$ cat config.mk
export PLATFORM = sky130hd
export DESIGN_NAME = reset_seq
export DESIGN_NICKNAME = d
export VERILOG_FILES = /design/src/reset/reset_seq.sv
export SDC_FILE = /design/constraint.sdc
export NUM_CORES = 1
export LEC_CHECK = 0
export CORE_AREA = 2 2 39 41
export CTS_BUF_LIST = sky130_fd_sc_hd__clkbuf_8 sky130_fd_sc_hd__clkbuf_16
export DETAILED_ROUTE_END_ITERATION = 8
export DIE_AREA = 0 0 41 43
export DONT_BUFFER_PORTS = 1
export PLACE_DENSITY = 0.68
export REMOVE_ABC_BUFFERS = 1
export SYNTH_ARGS = -nofsm -noshare
export SYNTH_HDL_FRONTEND = slang
export SYNTH_SLANG_ARGS = --single-unit
$ cat constraint.sdc
create_clock -name gbclk -period 2 [get_ports gbclk]
set_clock_uncertainty 0.2 [all_clocks]
set_input_delay 0.4 -clock gbclk [delete_from_list [all_inputs] [get_ports gbclk]]
set_output_delay 0.4 -clock gbclk [all_outputs]
set_load 0.03 [all_outputs]
$ cat src/reset/reset_seq.sv
`timescale 1ns/1ps

module reset_seq #(
	parameter int RST_TICK_W = 4
) (
	input  logic gbclk,
	input  logic rst,
	input  logic power_on,
	input  logic cart_n_rst_in,
	output logic reset_gb,
	output logic cart_n_rst_out
);

	typedef enum logic [1:0] {
		PH_ASSERT  = 2'd0,
		PH_RELEASE = 2'd1,
		PH_DONE    = 2'd2
	} phase_t;

	phase_t phase, phase_nxt;
	logic [RST_TICK_W-1:0] por_ticks;
	logic por_done;
	logic [RST_TICK_W-1:0] ticks, ticks_nxt;
	logic power_q;
	logic restart;

	// Power toggle, or the cartridge pulling reset once we are running
	assign restart = (power_on != power_q) || (phase == PH_DONE && !cart_n_rst_in);

	always_comb begin
		phase_nxt = phase;
		ticks_nxt = ticks;
		if (restart) begin
			phase_nxt = PH_ASSERT;
			ticks_nxt = '0;
		end else if (por_done) begin
			case (phase)
			PH_ASSERT: begin
				if (&ticks) begin
					phase_nxt = PH_RELEASE;
					ticks_nxt = '0;
				end else
					ticks_nxt = ticks + 1'b1;
			end
			PH_RELEASE: begin
				if (!cart_n_rst_in)
					ticks_nxt = '0; // Cartridge still holding its line
				else if (&ticks)
					phase_nxt = PH_DONE;
				else
					ticks_nxt = ticks + 1'b1;
			end
			default: ;
			endcase
		end
	end

	always_ff @(posedge gbclk) begin
		power_q <= power_on;
		if (rst) begin
			por_ticks <= '0;
			por_done  <= 1'b0;
			phase     <= PH_ASSERT;
			ticks     <= '0;
		end else begin
			if (!por_done) begin
				por_ticks <= por_ticks + 1'b1;
				if (&por_ticks)
					por_done <= 1'b1;
			end
			phase <= phase_nxt;
			ticks <= ticks_nxt;
		end
	end

	assign reset_gb       = (phase != PH_DONE) || restart || !power_on;
	assign cart_n_rst_out = power_on && !(por_done && phase == PH_ASSERT);

	phase_legal: assert property (@(posedge gbclk) disable iff (rst)
		phase inside {PH_ASSERT, PH_RELEASE, PH_DONE})
		else $error("reset_seq: illegal phase %0d", phase);

endmodule

==> results_dict.tcl <==
set metrics [dict create \
    clock_sinks 12 \
    synth_ff_type "dfxtp_1" \
    dp_hpwl_um 778.7 \
    grt_start_max_net_pins 8 \
    dp_cells 80 \
    fin_util_pct 48.46 \
    pre_cts_slack_ps 357.8 \
    overflow 0 \
    core-area_sq_um 1384 \
    synthCells 65 \
    startpoint "phase[1]$_SDFFE_PP0P_" \
    num_rows 14 \
    synth_cell_types 26 \
    ys_warn_count 0 \
    syn_area_sq_um 596.8 \
    hold_class "in -> reg" \
    final-setup-viol-count 0 \
    synth_most_common_cell "dfxtp_1" \
    start_kind "flip-flop" \
    root_buffer "clkbuf_8" \
    slew_headroom_pct 74.47 \
    rsz0062_at_grt "false" \
    gp_congestion 0.7714 \
    ant_nets 0 \
    cts_tree "built" \
    nets 76 \
    critPathKind "reg -> out" \
    dieHeight_um 43 \
    synth_edf_count 0 \
    vias 447 \
    clk_latency_ps 240 \
    io-pin-count 6 \
    ys_ff_latch 12 \
    synth_top_area_share_pct 40.25 \
    cp-end-kind "output port" \
    ir_drop_mv 0.4957 \
    slew_violations 0 \
    initial_utilization_pct 43.13 \
    grt_usage_pct 16.26 \
    power_density_nw_per_um2 796.6 \
    r2r_start "ticks[0]$_SDFFE_PP0P_" \
    portBuffers 0 \
    h-tree-depth 1 \
    routed_via_density 5.259 \
    fin_tns_setup_ps 0 \
    wl_um 1085 \
    worstPathRequired_ps 1400 \
    max_freq_mhz 570.8 \
    final_cell_area_sq_um 670.6 \
    die_area_sq_um 1763 \
    fill_cells 138 \
    async_reset_ff_share_pct 0 \
    yosys.area.top_type "dfxtp_1" \
    drtIter0Drc 6 \
    postSynthAreaPerCell_sq_um 9.182 \
    route.detailed.drc 0 \
    synth_area_leaders "dfxtp_1 40%, nor2_1 5.7%, or3b_1 4.4%" \
    antenna_found_initial 0 \
    diodes 0 \
    synth_commonest_cells "12 x dfxtp_1, 9 x nor2_1, 5 x a21oi_1" \
    dr.pass1.iters 3 \
    leakage_nw 0.2363 \
    max-clock-path-buffers 2 \
    max_slew.worst_pin.slew_ps 381.8 \
    hold_viol_final 0 \
    wl_per_cell_um 12.76 \
    drv_cap 0 \
    min_period_over_period_pct 87.59 \
    drive_above_1_share_pct 11.59 \
    cts.clk_slew.worst_paths_ps 50 \
    cts_buffers 3 \
    cts_resized 0 \
    status "finished, final reports clean" \
    final_cells 85 \
    min_from "rst" \
    syn_to_final_growth_pct 12.37 \
    cp_max_fo 5 \
    timing.final.ws_setup_ps 248.2 \
    grt_pass1_vias 456 \
    yosysSeqAreaShare_pct 40.25 \
    period_minus_slack_ps 1752 \
    cp_data_arrival_time_ps 1150 \
    dieWidth_um 41 \
    grt_first_pass_wirelength_um 1835 \
    dpl_cell_area_sq_um 605.6 \
]
## final timing paths
check | end | slack, ps | cells after the start
max | reset_gb | 250 | 2
min | por_ticks[0]$_SDFFE_PP0N_ | 30 | 1
max reg2reg | ticks[0]$_SDFFE_PP0P_ | 350 | 5
min reg2reg | ticks[1]$_SDFFE_PP0P_ | 300 | 2
## worst max-delay path: stages (launching register included)
cell,delay [ps]
dfxtp_1,380
nor2b_1,180
nand4_1,350
## metal layers
| metal | wire length (um) | part of all wire (%) | vias to the layer above | global-route usage [%] |
|---|---|---|---|---|
| li1 | - | - | 232 | - |
| met1 | 468 | 43 | 203 | 16.39 |
| met2 | 528 | 49 | 7 | 25.31 |
| met3 | 58 | 5.3 | 5 | 9.424 |
| met4 | 29 | 2.7 | 0 | 8.000 |
| met5 | 0 | 0 | - | 0 |
## cell families after synthesis
logic type / Yosys count / synth area share [%]
compound gates: 13 / 15.51
xor+xnor: 4 / 5.871
fa+ha+maj: 2 / 4.192
buf+inv: 4 / 3.773
flops: 12 / 40.25
mux: 1 / 1.677
simple gates: 29 / 28.72
## report_power, final
part,switching [mW],internal (mW)
Clock,0.0872,0.174
Combinational,0.0112,0.0108
Sequential,0.00528,0.246
## sequential cells by signal, indices dropped and copies added (netlist names)
signal     cells
ticks          4
phase          2
por_ticks      4
por_done       1
power_q        1
## stage by stage
step | power [mW] | hold WS (ps)
floorplan | 0.2727 | 227.7
global placement | 0.2761 | 227.9
detailed placement | 0.2770 | 227.9
CTS | 0.5479 | 14.59
global route | 0.5626 | 13.73
finish | 0.5342 | 25.85
## cell type report
class	count	area (sq um)	share of cell area [%]
multi-input combinational	49	334.1	49.81
tap	16	20.02	2.985
inverter	3	11.26	1.679
timing repair buffer	1	10.01	1.493
clock buffer	4	55.05	8.209
sequential	12	240.2	35.82
## placed cells by master (no fill, tap or decap), drive strengths merged, types with 3 or more instances in the layout
master,count
nand2,4
or3b,3
nor2b,3
nor2,9
clkbuf,4
dfxtp,12
inv,3
xor2,3
a21oi,5
## repair_timing
action | 4_1_cts | 5_1_grt
hold buffers | 1 | 0
endpoints found under the hold margin | 1 | 0
buffers inserted | 0 | 0
Power figures use the tool's default switching activity.
