$ cat src/common/gb_bus_pkg.sv
package gb_bus_pkg;

	//////////////////////////////////////////////////////////////////////
	// Bus request and port structs
	//////////////////////////////////////////////////////////////////////

	typedef struct packed {
		logic [15:0] adr;
		logic        rd;
		logic        wr;
		logic [7:0]  wdata;
	} cpu_bus_t;

	typedef struct packed {
		logic [15:0] adr;
		logic        rd;
		logic        need_vram;
		logic        need_oam;
	} ppu_req_t;

	// Cartridge slot and work RAM
	typedef struct packed {
		logic [15:0] adr;
		logic        rd;
		logic        wr;
		logic [7:0]  wdata;
		logic        drive_data; // Data pins driven by us
	} ext_bus_t;

	typedef struct packed {
		logic [15:0] adr;
		logic        rd;
		logic        wr;
		logic [7:0]  wdata;
	} mem_port_t;

	typedef enum logic [2:0] {
		REG_ROM,
		REG_VRAM,
		REG_XRAM,
		REG_WRAM,
		REG_OAM,
		REG_IO,
		REG_HRAM,
		REG_NONE
	} region_t;

	//////////////////////////////////////////////////////////////////////
	// Memory map
	//////////////////////////////////////////////////////////////////////

	localparam logic [15:0] VRAM_BASE = 16'h8000;
	localparam logic [15:0] XRAM_BASE = 16'ha000;
	localparam logic [15:0] WRAM_BASE = 16'hc000;
	localparam logic [15:0] ECHO_BASE = 16'he000; // Mirror of C000-DDFF
	localparam logic [15:0] OAM_BASE  = 16'hfe00;
	localparam logic [15:0] OAM_END   = 16'hfea0; // First byte past OAM
	localparam logic [15:0] IO_BASE   = 16'hff00;
	localparam logic [15:0] HRAM_BASE = 16'hff80;
	localparam logic [15:0] IE_ADR    = 16'hffff;

	localparam logic [15:0] DMA_REG_ADR = 16'hff46;
	localparam int          DMA_LEN     = 160;  // Bytes per OAM copy
	localparam logic [7:0]  OPEN_BUS    = 8'hff;

endpackage

$ cat src/bus/oam_dma.sv
`timescale 1ns/1ps

module oam_dma import gb_bus_pkg::*; (
	input  logic       gbclk,
	input  logic       rst,
	input  logic       reg_wr,
	input  logic [7:0] reg_data,
	output mem_port_t  dma_rd,
	input  logic [7:0] dma_rdata,
	output mem_port_t  dma_oam_wr,
	output logic       dma_active
);

	logic [7:0] page;   // Source page, high address byte
	logic [7:0] idx;    // Next byte to read
	logic [7:0] wr_idx; // Byte whose read data arrives now
	logic rd_act;
	logic wr_act;

	always_ff @(posedge gbclk) begin
		if (rst) begin
			rd_act <= 1'b0;
			wr_act <= 1'b0;
			idx    <= '0;
		end else begin
			wr_act <= rd_act;
			if (reg_wr) begin
				idx    <= '0;
				rd_act <= 1'b1;
			end else if (rd_act) begin
				idx <= idx + 1'b1;
				if (idx == DMA_LEN - 1)
					rd_act <= 1'b0;
			end
		end
	end

	always_ff @(posedge gbclk) begin
		if (reg_wr)
			page <= reg_data;
		wr_idx <= idx;
	end

	always_comb begin
		dma_rd.adr   = {page, idx};
		dma_rd.rd    = rd_act;
		dma_rd.wr    = 1'b0;
		dma_rd.wdata = '0;

		// Read data of the previous cycle goes straight into OAM
		dma_oam_wr.adr   = OAM_BASE + {8'h00, wr_idx};
		dma_oam_wr.rd    = 1'b0;
		dma_oam_wr.wr    = wr_act;
		dma_oam_wr.wdata = dma_rdata;
	end

	assign dma_active = rd_act || wr_act;

	idx_in_range: assert property (@(posedge gbclk) disable iff (rst)
		rd_act |-> idx < DMA_LEN)
		else $error("oam_dma: index %0d past end of OAM", idx);

endmodule

$ cat config.mk
export PLATFORM = sky130hd
export DESIGN_NAME = oam_dma
export DESIGN_NICKNAME = d
export VERILOG_FILES = /design/src/common/gb_bus_pkg.sv /design/src/bus/oam_dma.sv
export SDC_FILE = /design/constraint.sdc
export NUM_CORES = 1
export LEC_CHECK = 0
export BUFFER_PORTS_ARGS = -buffer_cell sky130_fd_sc_hd__buf_2
export CAP_MARGIN = 20
export CORE_MARGIN = 2
export CORE_UTILIZATION = 40
export DETAILED_ROUTE_END_ITERATION = 12
export PLACE_DENSITY_LB_ADDON = 0.1
export SKIP_LAST_GASP = 1
export SLEW_MARGIN = 20
export SYNTH_ARGS = -nofsm -noshare
export SYNTH_HDL_FRONTEND = slang
export SYNTH_SLANG_ARGS = --single-unit
$ cat constraint.sdc
create_clock -name gbclk -period 1.8 [get_ports gbclk]
set_clock_uncertainty 0.1 [all_clocks]
set_input_delay 0.18 -clock gbclk [delete_from_list [all_inputs] [get_ports gbclk]]
set_output_delay 0.18 -clock gbclk [all_outputs]
set_load 0.005 [all_outputs]
==> flow_summary.ini <==
[status]
status = finished, final reports clean

[timing]
maxSlewViolCount = 0
post-route-period-util_pct = 82.2
hold_viol_final = 0
setup_viol = 0
rsz0062_at_grt = no
hold_ws_ns = 0.118
timing.fmax_mhz = 676
tns_ns = 0
post-route-min-period_ns = 1.48

[final_layout]
nets = 150
final_cell_mix = buf_2 (37), conb_1 (18), dfxtp_1 (18)
final_core_util_pct = 49.3
n_antenna_cell = 0
drive_gt1_share_pct = 33.3
final_common_cell = buf_2
synthToLayoutAreaGrowth_pct = 17.0

[worst_setup_path]
path_cells = or2_2 -> buf_2
critPathMaxStageDelay_ns = 0.43
crit_buf_inv = 1
critical_path_required_ns = 1.52
worstPathArrival_ns = 1.20
end_kind = output pin
r2r_end = idx[6]
cpMaxStageDelayCell = dfxtp_1
r2r_setup_slack_ns = 0.33
cpLargestDelayFamily = flip-flops
critPathKind = register to output pin
cp_max_fo = 9
cp-start-kind = register
reg2reg_depth = 4
timing.rr.start = idx[0]

[synthesis]
ys_types = 22
yosys.area_share.simple_pct = 10.9
synth_enable_flop_cells = 8
synth_warnings = 0
muxShareOfSynthArea_pct = 0.958
yosys-top-cells-area = dfxtp_1 (34%), edfxtp_1 (23%), buf_4 (21%)
synth_ff_type = dfxtp_1
synth_area_per_cell_um2 = 11.2
yosysTopAreaCellShare_pct = 34.5
ys_ff_latch = 26
syn_inst = 93
async_flop_share_pct = 0
synth-seq-area-share_pct = 57.5
synthAdderAreaFrac_pct = 1.20
synth_xor_area_share_pct = 3.35
yosys.area.top_type = dfxtp_1
syn_area_mm2 = 0.00104
synth_compound_area_share_pct = 3.47
synth_top_family_by_area = buffers and inverters

[die]
die_y_um = 55.1
die_area_mm2 = 0.00304
core_mm2 = 0.00248
ios = 72
initial_core_util_pct = 42.2
die_x_um = 55.1
fp-row-count = 18

[worst_hold_path]
hp-class = primary input to register
hold_start = reg_wr
holdPathEnd = page[7]
holdPathStages = 1

[grt]
grt_usage_pct = 11.1
overflow = 0
antenna_found_initial = 0
grt_pass1_wl_mm = 2.41
grt_max_degree = 15
first_global_vias = 582

[clock_network]
cts-htree-levels = 1
clock_path_buffers = 2
root_buffer = clkbuf_4
cts_hold_buffers = 9
cts_setup_buffers = 0
clock_latency_ns = 0.31
cts.sinks = 26
clk_pin_slew_ns = 0.13
cts_tree = built
post_cts_resized = 0
cts_inserted_buffers = 3

[route]
finalWirelength_mm = 1.74
ant_nets = 0
via_per_inst = 4.38
wl_per_cell_um = 10.9
vias = 696
dr.pass1.iters = 4
drtIter0Drc = 4
drc = 0

[power_and_ir_drop]
leakage_nw = 0.580
p_per_area_mw_per_mm2 = 783
ir_drop_mv = 0.386

[flow_run]
cap_violations = 0

[placed_design]
dp_hpwl_mm = 1.23
port_buffers = 37
globalplace.congestion = 0.709
## worst register-to-register path: cells and delay by family (launching register included)
family          cells  cell delay (ns)
flops               1             0.45
fa+ha+maj           1             0.25
compound gates      1             0.13
simple gates        2             0.47
## where the power goes
group | total [mW] | leakage, nW | switching (mW) | internal, mW
clock network | 0.239 | 0.0154 | 0.158 | 0.0810
logic | 0.0792 | 0.340 | 0.0359 | 0.0432
registers | 0.638 | 0.224 | 0.0119 | 0.626
total | 0.957 | 0.580 | 0.206 | 0.750
## cells in the mapped netlist, types with 2 or more instances
cell type	n
dfxtp_1	18
nand3_1	2
inv_1	2
a21oi_1	3
conb_1	2
nand2_1	2
xor2_1	3
buf_4	29
edfxtp_1	8
nand4_1	3
or2_2	2
or3_1	3
nor2_1	5
o21ai_0	3
## worst max-delay path by stage
stage	depth (start not counted)	end	slack, ns	startpoint
final	2	dma_active	0.32	rd_act
after global routing	4	idx[6]	0.20	idx[0]
after CTS	2	dma_active	0.30	rd_act
after detailed placement	4	idx[6]	0.37	idx[0]
after global placement	4	idx[6]	0.41	idx[0]
after floorplan	4	idx[6]	0.46	idx[0]
## sequential cells by signal (all words and copies together) (netlist names)
| name | flops |
|---|---|
| wr_act | 1 |
| wr_idx | 8 |
| page | 8 |
| rd_act | 1 |
| idx | 8 |
## per-layer routing
metal | vias to the layer above | wire [µm] | GRT usage (%)
li1 | 335 | - | -
met1 | 317 | 743 | 13.2
met2 | 42 | 822 | 18.8
met3 | 2 | 164 | 2.96
met4 | 0 | 9 | 4.88
met5 | - | 0 | 0
## layout make-up
cell class                 instances  area [µm²]
clock buffer                       3        22.5
clock inverter                     1        3.75
fill                             250        1250
inverter                           2        7.51
multi-input combinational         51         275
sequential                        26         601
tap                               30        37.5
timing repair buffer              46         275
## stage by stage
step	worst slack, ns	instance area [µm²]	std cells	power (mW)
after floorplan	0.460	1100	109	0.727
after global placement	0.414	1110	146	0.715
after detailed placement	0.367	1110	146	0.716
after CTS	0.297	1220	159	0.969
after global routing	0.204	1220	159	1.01
final	0.321	1220	159	0.957
## kinds of logic after synthesis
logic type	after synthesis
buffers and inverters	32
muxes	1
DFF	26
and+or+nand+nor	20
xor gates and xnor gates	4
adders and majority gates	1
other	2
AOI/OAI and AO/OA	7
No activity file was read; power rests on OpenSTA's default activity.
