`config.mk`:
```
export PLATFORM = sky130hd
export DESIGN_NAME = bus_fabric
export DESIGN_NICKNAME = d
export VERILOG_FILES = /design/src/common/gb_bus_pkg.sv /design/src/bus/addr_decode.sv /design/src/bus/bus_fabric.sv
export SDC_FILE = /design/constraint.sdc
export NUM_CORES = 1
export LEC_CHECK = 0
export ABC_CLOCK_PERIOD_IN_PS = 6500
export BUFFER_PORTS_ARGS = -buffer_cell sky130_fd_sc_hd__buf_2
export CAP_MARGIN = 20
export CORE_MARGIN = 1.5
export CORE_UTILIZATION = 25
export DETAILED_ROUTE_END_ITERATION = 16
export PLACE_DENSITY = 0.41
export SKIP_LAST_GASP = 1
export SYNTH_ARGS = -nofsm -noshare
export SYNTH_HDL_FRONTEND = slang
export SYNTH_SLANG_ARGS = --single-unit
export TNS_END_PERCENT = 10
```
`constraint.sdc`:
```
create_clock -name gbclk -period 6.5 [get_ports gbclk]
set_input_delay 0.65 -clock gbclk [delete_from_list [all_inputs] [get_ports gbclk]]
set_output_delay 0.65 -clock gbclk [all_outputs]
set_load 0.005 [all_outputs]
```
`src/common/gb_bus_pkg.sv`:
```
package gb_bus_pkg;

	//////////////////////////////////////////////////////////////////////
	// Bus request and port structs
	//////////////////////////////////////////////////////////////////////

	typedef struct packed {
		logic [15:0] adr;
		logic        rd;
		logic        wr;
		logic [7:0]  wdata;
	} cpu_bus_t;

	typedef struct packed {
		logic [15:0] adr;
		logic        rd;
		logic        need_vram;
		logic        need_oam;
	} ppu_req_t;

	// Cartridge slot and work RAM
	typedef struct packed {
		logic [15:0] adr;
		logic        rd;
		logic        wr;
		logic [7:0]  wdata;
		logic        drive_data; // Data pins driven by us
	} ext_bus_t;

	typedef struct packed {
		logic [15:0] adr;
		logic        rd;
		logic        wr;
		logic [7:0]  wdata;
	} mem_port_t;

	typedef enum logic [2:0] {
		REG_ROM,
		REG_VRAM,
		REG_XRAM,
		REG_WRAM,
		REG_OAM,
		REG_IO,
		REG_HRAM,
		REG_NONE
	} region_t;

	//////////////////////////////////////////////////////////////////////
	// Memory map
	//////////////////////////////////////////////////////////////////////

	localparam logic [15:0] VRAM_BASE = 16'h8000;
	localparam logic [15:0] XRAM_BASE = 16'ha000;
	localparam logic [15:0] WRAM_BASE = 16'hc000;
	localparam logic [15:0] ECHO_BASE = 16'he000; // Mirror of C000-DDFF
	localparam logic [15:0] OAM_BASE  = 16'hfe00;
	localparam logic [15:0] OAM_END   = 16'hfea0; // First byte past OAM
	localparam logic [15:0] IO_BASE   = 16'hff00;
	localparam logic [15:0] HRAM_BASE = 16'hff80;
	localparam logic [15:0] IE_ADR    = 16'hffff;

	localparam logic [15:0] DMA_REG_ADR = 16'hff46;
	localparam int          DMA_LEN     = 160;  // Bytes per OAM copy
	localparam logic [7:0]  OPEN_BUS    = 8'hff;

endpackage

```
`src/bus/addr_decode.sv`:
```
`timescale 1ns/1ps

module addr_decode import gb_bus_pkg::*; (
	input  logic [15:0] adr,
	output region_t     region
);

	//////////////////////////////////////////////////////////////////////
	// Console memory map
	//////////////////////////////////////////////////////////////////////

	always_comb begin
		if (adr < VRAM_BASE)
			region = REG_ROM;   // Cartridge ROM, both banks
		else if (adr < XRAM_BASE)
			region = REG_VRAM;
		else if (adr < WRAM_BASE)
			region = REG_XRAM;  // Cartridge RAM
		else if (adr < ECHO_BASE)
			region = REG_WRAM;
		else if (adr < OAM_BASE)
			region = REG_WRAM;  // Echo area, same chip
		else if (adr < OAM_END)
			region = REG_OAM;
		else if (adr < IO_BASE)
			region = REG_NONE;  // FEA0-FEFF gap
		else if (adr < HRAM_BASE)
			region = REG_IO;
		else if (adr == IE_ADR)
			region = REG_NONE;  // No interrupt controller here
		else
			region = REG_HRAM;
	end

endmodule

```
`src/bus/bus_fabric.sv`:
```
`timescale 1ns/1ps

module bus_fabric import gb_bus_pkg::*; (
	input  logic       gbclk,
	input  logic       rst,
	input  cpu_bus_t   cpu,
	output logic [7:0] cpu_rdata,
	input  mem_port_t  dma_rd,
	input  logic       dma_active,
	output logic [7:0] dma_rdata,
	output logic       dma_reg_wr,
	output ext_bus_t   ext,
	input  logic [7:0] ext_rdata,
	output mem_port_t  vram_cpu,
	output mem_port_t  oam_cpu,
	output mem_port_t  vram_dma,
	input  logic [7:0] vram_rdata,
	input  logic [7:0] oam_rdata
);

	region_t cpu_reg, dma_reg;
	region_t cpu_reg_q, dma_reg_q;
	logic cpu_ext, dma_own, dma_vram;
	logic dma_own_q, dma_vram_q;
	logic wr_q;
	logic [7:0] hram [0:126];
	logic [7:0] hram_q;

	addr_decode cpu_dec (.adr(cpu.adr), .region(cpu_reg));
	addr_decode dma_dec (.adr(dma_rd.adr), .region(dma_reg));

	function automatic logic [15:0] fold_echo(logic [15:0] adr, region_t reg_sel);
		if (reg_sel == REG_WRAM && adr >= ECHO_BASE)
			return adr - (ECHO_BASE - WRAM_BASE);
		return adr;
	endfunction

	assign cpu_ext    = cpu_reg inside {REG_ROM, REG_XRAM, REG_WRAM};
	assign dma_own    = dma_active && (dma_reg inside {REG_ROM, REG_XRAM, REG_WRAM});
	assign dma_vram   = dma_active && dma_rd.rd && dma_reg == REG_VRAM;
	assign dma_reg_wr = cpu.wr && cpu.adr == DMA_REG_ADR;

	//////////////////////////////////////////////////////////////////////
	// External bus owner
	//////////////////////////////////////////////////////////////////////

	always_comb begin
		ext.wdata = cpu.wdata;
		if (dma_own) begin
			ext.adr = fold_echo(dma_rd.adr, dma_reg);
			ext.rd  = dma_rd.rd;
			ext.wr  = 1'b0;
		end else begin
			ext.adr = fold_echo(cpu.adr, cpu_reg);
			ext.rd  = cpu.rd && cpu_ext;
			ext.wr  = cpu.wr && cpu_ext;
		end
		ext.drive_data = ext.wr || wr_q; // Hold data one cycle past the strobe
	end

	always_comb begin
		vram_cpu = '{adr: cpu.adr, rd: cpu.rd && cpu_reg == REG_VRAM,
			wr: cpu.wr && cpu_reg == REG_VRAM, wdata: cpu.wdata};
		oam_cpu  = '{adr: cpu.adr, rd: cpu.rd && cpu_reg == REG_OAM,
			wr: cpu.wr && cpu_reg == REG_OAM, wdata: cpu.wdata};
		vram_dma = '{adr: dma_rd.adr, rd: dma_vram, wr: 1'b0, wdata: '0};
	end

	always_ff @(posedge gbclk) begin
		if (rst) begin
			cpu_reg_q  <= REG_NONE;
			dma_reg_q  <= REG_NONE;
			dma_own_q  <= 1'b0;
			dma_vram_q <= 1'b0;
			wr_q       <= 1'b0;
		end else begin
			cpu_reg_q  <= cpu_reg;
			dma_reg_q  <= dma_reg;
			dma_own_q  <= dma_own;
			dma_vram_q <= dma_vram;
			wr_q       <= ext.wr;
		end
	end

	// High RAM, FF80-FFFE
	always_ff @(posedge gbclk) begin
		if (cpu.wr && cpu_reg == REG_HRAM)
			hram[cpu.adr[6:0]] <= cpu.wdata;
		if (cpu.rd && cpu_reg == REG_HRAM)
			hram_q <= hram[cpu.adr[6:0]];
	end

	//////////////////////////////////////////////////////////////////////
	// Read data, one cycle after the request
	//////////////////////////////////////////////////////////////////////

	always_comb begin
		case (cpu_reg_q)
		REG_ROM, REG_XRAM, REG_WRAM: cpu_rdata = dma_own_q ? OPEN_BUS : ext_rdata;
		REG_VRAM: cpu_rdata = dma_vram_q ? OPEN_BUS : vram_rdata;
		REG_OAM:  cpu_rdata = oam_rdata;
		REG_HRAM: cpu_rdata = hram_q;
		default:  cpu_rdata = OPEN_BUS; // I/O, gap and IE
		endcase

		case (dma_reg_q)
		REG_ROM, REG_XRAM, REG_WRAM: dma_rdata = ext_rdata;
		REG_VRAM: dma_rdata = vram_rdata;
		default:  dma_rdata = OPEN_BUS;
		endcase
	end

	cpu_rd_wr_excl: assert property (@(posedge gbclk) disable iff (rst)
		cpu.rd |-> !cpu.wr)
		else $error("bus_fabric: CPU read and write in one cycle");

endmodule

```
==> results of run 1 <==
## cells by family after synthesis
| logic type | after synthesis | synth area share |
|---|---|---|
| xor+xnor | 1 | 0.0002088 |
| simple gates | 445 | 0.04566 |
| compound gates | 484 | 0.08317 |
| mux | 291 | 0.09626 |
| flops | 1033 | 0.7372 |
| buf+inv | 263 | 0.03626 |
| other cells | 1 | 0.00008938 |
| fa+ha+maj | 4 | 0.001193 |
## registers in the layout, summed over array words and instances, names as in the netlist
| signal | count |
|---|---|
| hram | 1016 |
| hram_q | 8 |
| cpu_reg_q | 3 |
| dma_reg_q | 3 |
| dma_own_q | 1 |
| dma_vram_q | 1 |
| wr_q | 1 |
## path summary, 6_finish.rpt
| path | start | to | slack [ns] | cells past startpoint |
|---|---|---|---|---|
| setup reg to reg | hram[0][0] | hram_q[0] | 3.21 | 6 |
| hold / removal | rst | dma_vram_q | 0.23 | 2 |
| hold reg to reg | hram[27][4] | hram_q[4] | 1.01 | 3 |
| setup / recovery | cpu[16] | ext[26] | 2.42 | 10 |
## power breakdown
group,switching [mW],internal [mW]
sequential,0.00647,7.32
combinational,0.661,0.275
clock,2.69,3.53
## metal layers
layer | wire (um) | vias to the layer above | part of all wire
li1 | - | 10340 | -
met1 | 63520 | 13020 | 0.44
met2 | 66170 | 1052 | 0.46
met3 | 9885 | 203 | 0.069
met4 | 3668 | 0 | 0.026
met5 | 0 | - | 0
## metrics by stage
| stage | setup WS (ns) | hold WS, ns | total power, mW |
|---|---|---|---|
| 4_1_cts | 2.447 | 0.1815 | 14.60 |
| 3_3_place_gp | 1.992 | 0.9526 | 8.406 |
| 2_1_floorplan | 3.542 | 0.6463 | 7.933 |
| 3_5_place_dp | 1.954 | 0.9600 | 8.413 |
| 5_1_grt | 2.327 | 0.2056 | 14.88 |
| 6_report | 2.424 | 0.2274 | 14.49 |
## layout by cell type (no fill, tap or decap), types with 58 or more instances in the layout
cell       instances
nor2_1           241
clkbuf_16        114
buf_2            171
a21oi_1           66
o21ai_0           78
edfxtp_1        1024
nand2_1           97
a221oi_1         117
o22ai_1           58
mux2_2            75
mux4_2            82
mux2i_1          132
buf_4             80
## area by class of cell
class / instances / share of cell area
clock buffer: 134 / 0.06033
inverter: 15 / 0.001160
tap: 2204 / 0.05683
multi-input combinational: 1234 / 0.1979
sequential: 1033 / 0.6374
timing repair buffer: 262 / 0.03352
antenna: 1 / 0.00005157
clock inverter: 75 / 0.01281
==> reports/summary.txt, run 1 <==
First-pass GRT wire length = 197.4 mm
Share of cells above drive strength 1 = 0.2194
Largest delay share family, worst path = simple AND/OR/NAND/NOR gates
# hold bufs at CTS = 0
Min Tclk post-route = 4.076 ns
CTS clk-pin slew, worst paths = 0.06 ns
Pin count of the biggest net entering global routing = 96
GP Congestion = 0.9265
Synth-to-layout area growth = 15.66%
#FFs+latches synth = 1,033
Via count = 24,610
Post-synth top flop = edfxtp_1
Grt met1 use = 0.2292
Layout Cells excl Fill = 4,958
Die ar. = 170,300 um^2
Max-slew violation count = 0
FP Rows = 150
Top fanout value on the critical path = 13
Core area = 166,800 um^2
M2 GR Usage = 0.2637
Req. time, crit path = 5.85 ns
Avg Vias per Cell = 4.965
Syn avg cell area = 16.64 um^2
Pleak = 15.47 nW
Seq/Total Area, Yosys = 0.7372
Vias in the first global route = 24,340
Initial Util = 0.2515
Number of port buffers = 182
Final ANT Viol Nets = 0
Post-layout net count = 2,741
Top cells by area, synth = edfxtp_1 (73%), mux4_2 (4.4%), mux2i_1 (3.1%)
Clk root buf = clkbuf_16
Post-synth ARST share = 0
Num CTS Buffers = 112
Crit path kind = input port to output port
Critical Path Max Stage Delay = 0.59 ns
CTS sink cnt = 1,033
Synth top cells by count = edfxtp_1 (1,024), nor2_1 (244), mux2i_1 (132)
Area after DPL = 44,930 um^2
Clk_lat worst skew = 0.74 ns
H-tree depth = 3
Sum of buffers and inverters on the critical path = 3
CTS tree = built
Die W = 412.7 um
Endpoints failing hold = 0
Worst setup SP type = input port
Cell count after synthesis = 2,522
Post-synth EDFFs = 1,024
CP max-delay cell = nor3_1
Drt first-iter violations = 2,651
CP endpoint kind = output port
Final critical-path share of the clock period = 0.6271
Gr busiest metal = met2
Hold/Removal Path Class = input port to flip-flop
Post-CTS resize count = 0
Fmax = 0.2453 GHz
Post-route cell area = 48,530 um^2
Yosys top cell area share = 0.7329
Status = completed
Dpl cells = 4,744
Synth warn = 0
Initial antenna violation count = 5
Total grt overflow = 0
Worst-margin pin slew = 1.132 ns
Layout fillers = 16,490
DR WL/cell = 28.89 um
Sequential Area = 30,930 um^2
Setup TNS = 0 ns
PwrDens = 298.5 nW/um^2
Mapped cell area = 41,960 um^2
Ports = 201
Count of different cell masters after synthesis = 68
Pre-antenna DRT Iters = 7
Routed Wire Length = 143.2 mm
Global Route Usage Sum = 0.1652
Critical path data arrival time = 3.43 ns
Met3 Usage GRT = 0.03075
Postcts setup bufs = 0
Post-synthesis cell type with the largest combined area = edfxtp_1
Count leader, synth = edfxtp_1
Die H = 412.7 um
Final setup viols = 0
CP Cell Sequence = buf_2 -> buf_4 -> or2_2 -> nor3_1 -> a41oi_1 -> nor3_1 -> nand2_1 -> nand3_1 -> o21ai_0 -> buf_2
Slew margin rel. = 0.2452
Clk_skew = 0.03000 ns
Finished Core Util = 0.2909
Area of the multi-input gates = 9605 um^2
MaxCap Viol Count = 0
HPWL after DPL = 90.18 mm
DRC = 0
Worst-case clock buffer depth = 3
RSZ-0062 raised after global routing = false
VDD IR-drop max = 214.2 uV
No activity file was read; power rests on OpenSTA's default activity.
==> run 2: changes to the inputs <==
Settings changed: ABC_CLOCK_PERIOD_IN_PS 6500 to 3600, PLACE_DENSITY 0.41 to 0.43.
Clock period 6.5 ns to 3.6 ns, I/O delays scaled along.
==> reports/summary.txt, run 2 (synthesized netlist as in run 1, its figures left out) <==
Worst-case clock buffer depth = 3
Max-slew violation count = 0
Post-layout net count = 2,936
Endpoints failing hold = 0
Final critical-path share of the clock period = 0.8923
Final setup viols = 0
Crit path kind = input port to output port
Num CTS Buffers = 113
Post-placement setup slack = 0.1061 ns
# diodes = 0
Top fanout value on the critical path = 13
Pin count of the biggest net entering global routing = 84
WHS = 0.04916 ns
Hold/Removal Path Class = input port to flip-flop
Via count = 24,880
Critical path data arrival time = 2.85 ns
Synth-to-layout area growth = 19.79%
Depth of the worst register-to-register path = 6
Drt first-iter violations = 2,603
Part of the power in combinational logic = 0.071
Pleak = 16.47 nW
Layout Cells excl Fill = 5,151
Net switching power = 6.115 mW
Clk_lat worst skew = 0.76 ns
Ports = 201
Die ar. = 170,300 um^2
RSZ-0062 raised after global routing = false
HP Start = cpu[22]
Sw Share = 0.2339
Finished Core Util = 0.3012
Worst hold endpoint = cpu_reg_q[2]
Share of total power in sequential cells = 0.506
H-tree depth = 3
Postcts setup bufs = 0
DR WL/cell = 28.41 um
GP Congestion = 0.8681
Total grt overflow = 0
Die H = 412.7 um
CTS clk-pin slew, worst paths = 0.06 ns
Pre-antenna DRT Iters = 5
Routed Wire Length = 146.3 mm
Clk_skew = 0.03932 ns
First-pass GRT wire length = 202.0 mm
Slew margin rel. = 0.2627
Avg Vias per Cell = 4.830
CP endpoint kind = output port
Pint = 20.03 mW
Initial antenna violation count = 4
RR Endpoint = hram_q[4]
Clk pwr share = 0.422
VDD IR-drop max = 330.9 uV
R2R Setup Slk = 0.98 ns
CTS sink cnt = 1,033
Req. time, crit path = 3.24 ns
Fmax = 0.3113 GHz
MaxCap Viol Count = 0
Worst setup SP type = input port
Core area = 166,800 um^2
R2R Path Start = hram[100][4]
DRC = 0
Dpl cells = 4,937
Number of port buffers = 182
Max reg flops = 1,016
Commonest non-fill, non-tap cells in the layout = edfxtp_1 (1,024), buf_4 (243), nor2_1 (241)
CTS tree = built
FP Rows = 150
Most common cell after layout, fill and taps aside = edfxtp_1
Global Route Usage Sum = 0.1690
Clk root buf = clkbuf_16
PwrDens = 520.2 nW/um^2
Hold path cells = 3
Status = completed
Initial Util = 0.2515
Final ANT Viol Nets = 0
Die W = 412.7 um
Share of cells above drive strength 1 = 0.2626
HPWL after DPL = 96.62 mm
Vias in the first global route = 24,600
Min Tclk post-route = 3.212 ns
Worst-margin pin slew = 1.102 ns
Fin worst setup slack = 0.3876 ns
==> run 2: changes by cell type in the layout (fill, tap and decap cells not counted), sizes merged <==
cell,before,now
clkinv,59,58
dlygate4sd3,0,5
clkinvlp,3,4
buf,262,451
inv,20,17
clkbuf,134,140
bufinv,8,5
diode,1,0
==> run 2: repair_timing <==
action	4_1_cts	5_1_grt
hold buffers	5	0
resized for setup	0	0
hold endpoints to repair	18	0
==> run 2: worst max-delay path, stage by stage <==
cell and delay, ns:
dlygate4sd3_1 0.52, buf_2 0.19, nand4_1 0.13, nor3_1 0.34
o21ai_0 0.16, nand2_1 0.36, buf_4 0.29, mux2_2 0.36
buf_2 0.13
==> run 2: power by group through the flow <==
stage | Sequential (mW) | Combinational (mW) | Clock [mW]
detailed placement | 13.5 | 1.87 | 0
CTS | 13.2 | 1.88 | 11.3
global placement | 13.5 | 1.87 | 0
finish | 13.2 | 1.87 | 11.0
floorplan | 13.5 | 0.842 | 0
global route | 13.2 | 1.97 | 11.7
==> run 2: worst max-delay path by stage <==
| stage | from | cells past startpoint | endpoint |
|---|---|---|---|
| floorplan | cpu[15] | 9 | hram[76][0] |
| global placement | cpu[11] | 8 | hram[98][7] |
| detailed placement | cpu[11] | 8 | hram[2][3] |
| CTS | dma_rd[23] | 9 | ext[15] |
| global route | dma_rd[23] | 9 | ext[15] |
| finish | dma_rd[23] | 9 | ext[15] |
==> run 2: layer usage <==
metal  wire length, um  track usage  up-vias
met4              3616      0.04805        0
met5                 0            0        -
met3              8872      0.03064      168
met1             65930       0.2347    13150
met2             67900       0.2692      862
li1                  -            -    10700
==> run 2: area by class of cell <==
| class | instances | area, um^2 |
|---|---|---|
| multi-input combinational | 1234 | 9605 |
| inverter | 15 | 57.56 |
| sequential | 1033 | 30930 |
| timing repair buffer | 456 | 3438 |
| clock buffer | 140 | 2950 |
| tap | 2204 | 2758 |
| clock inverter | 69 | 523.0 |
| fill | 16600 | 116600 |
==> run 2: per-stage QoR <==
| stage | power [mW] | instance area [um^2] | setup TNS (ns) |
|---|---|---|---|
| global route | 26.92 | 50260 | 0 |
| floorplan | 14.32 | 41990 | 0 |
| global placement | 15.36 | 46710 | -0.1269 |
| finish | 26.15 | 50260 | 0 |
| CTS | 26.39 | 50260 | 0 |
| detailed placement | 15.36 | 46740 | 0 |
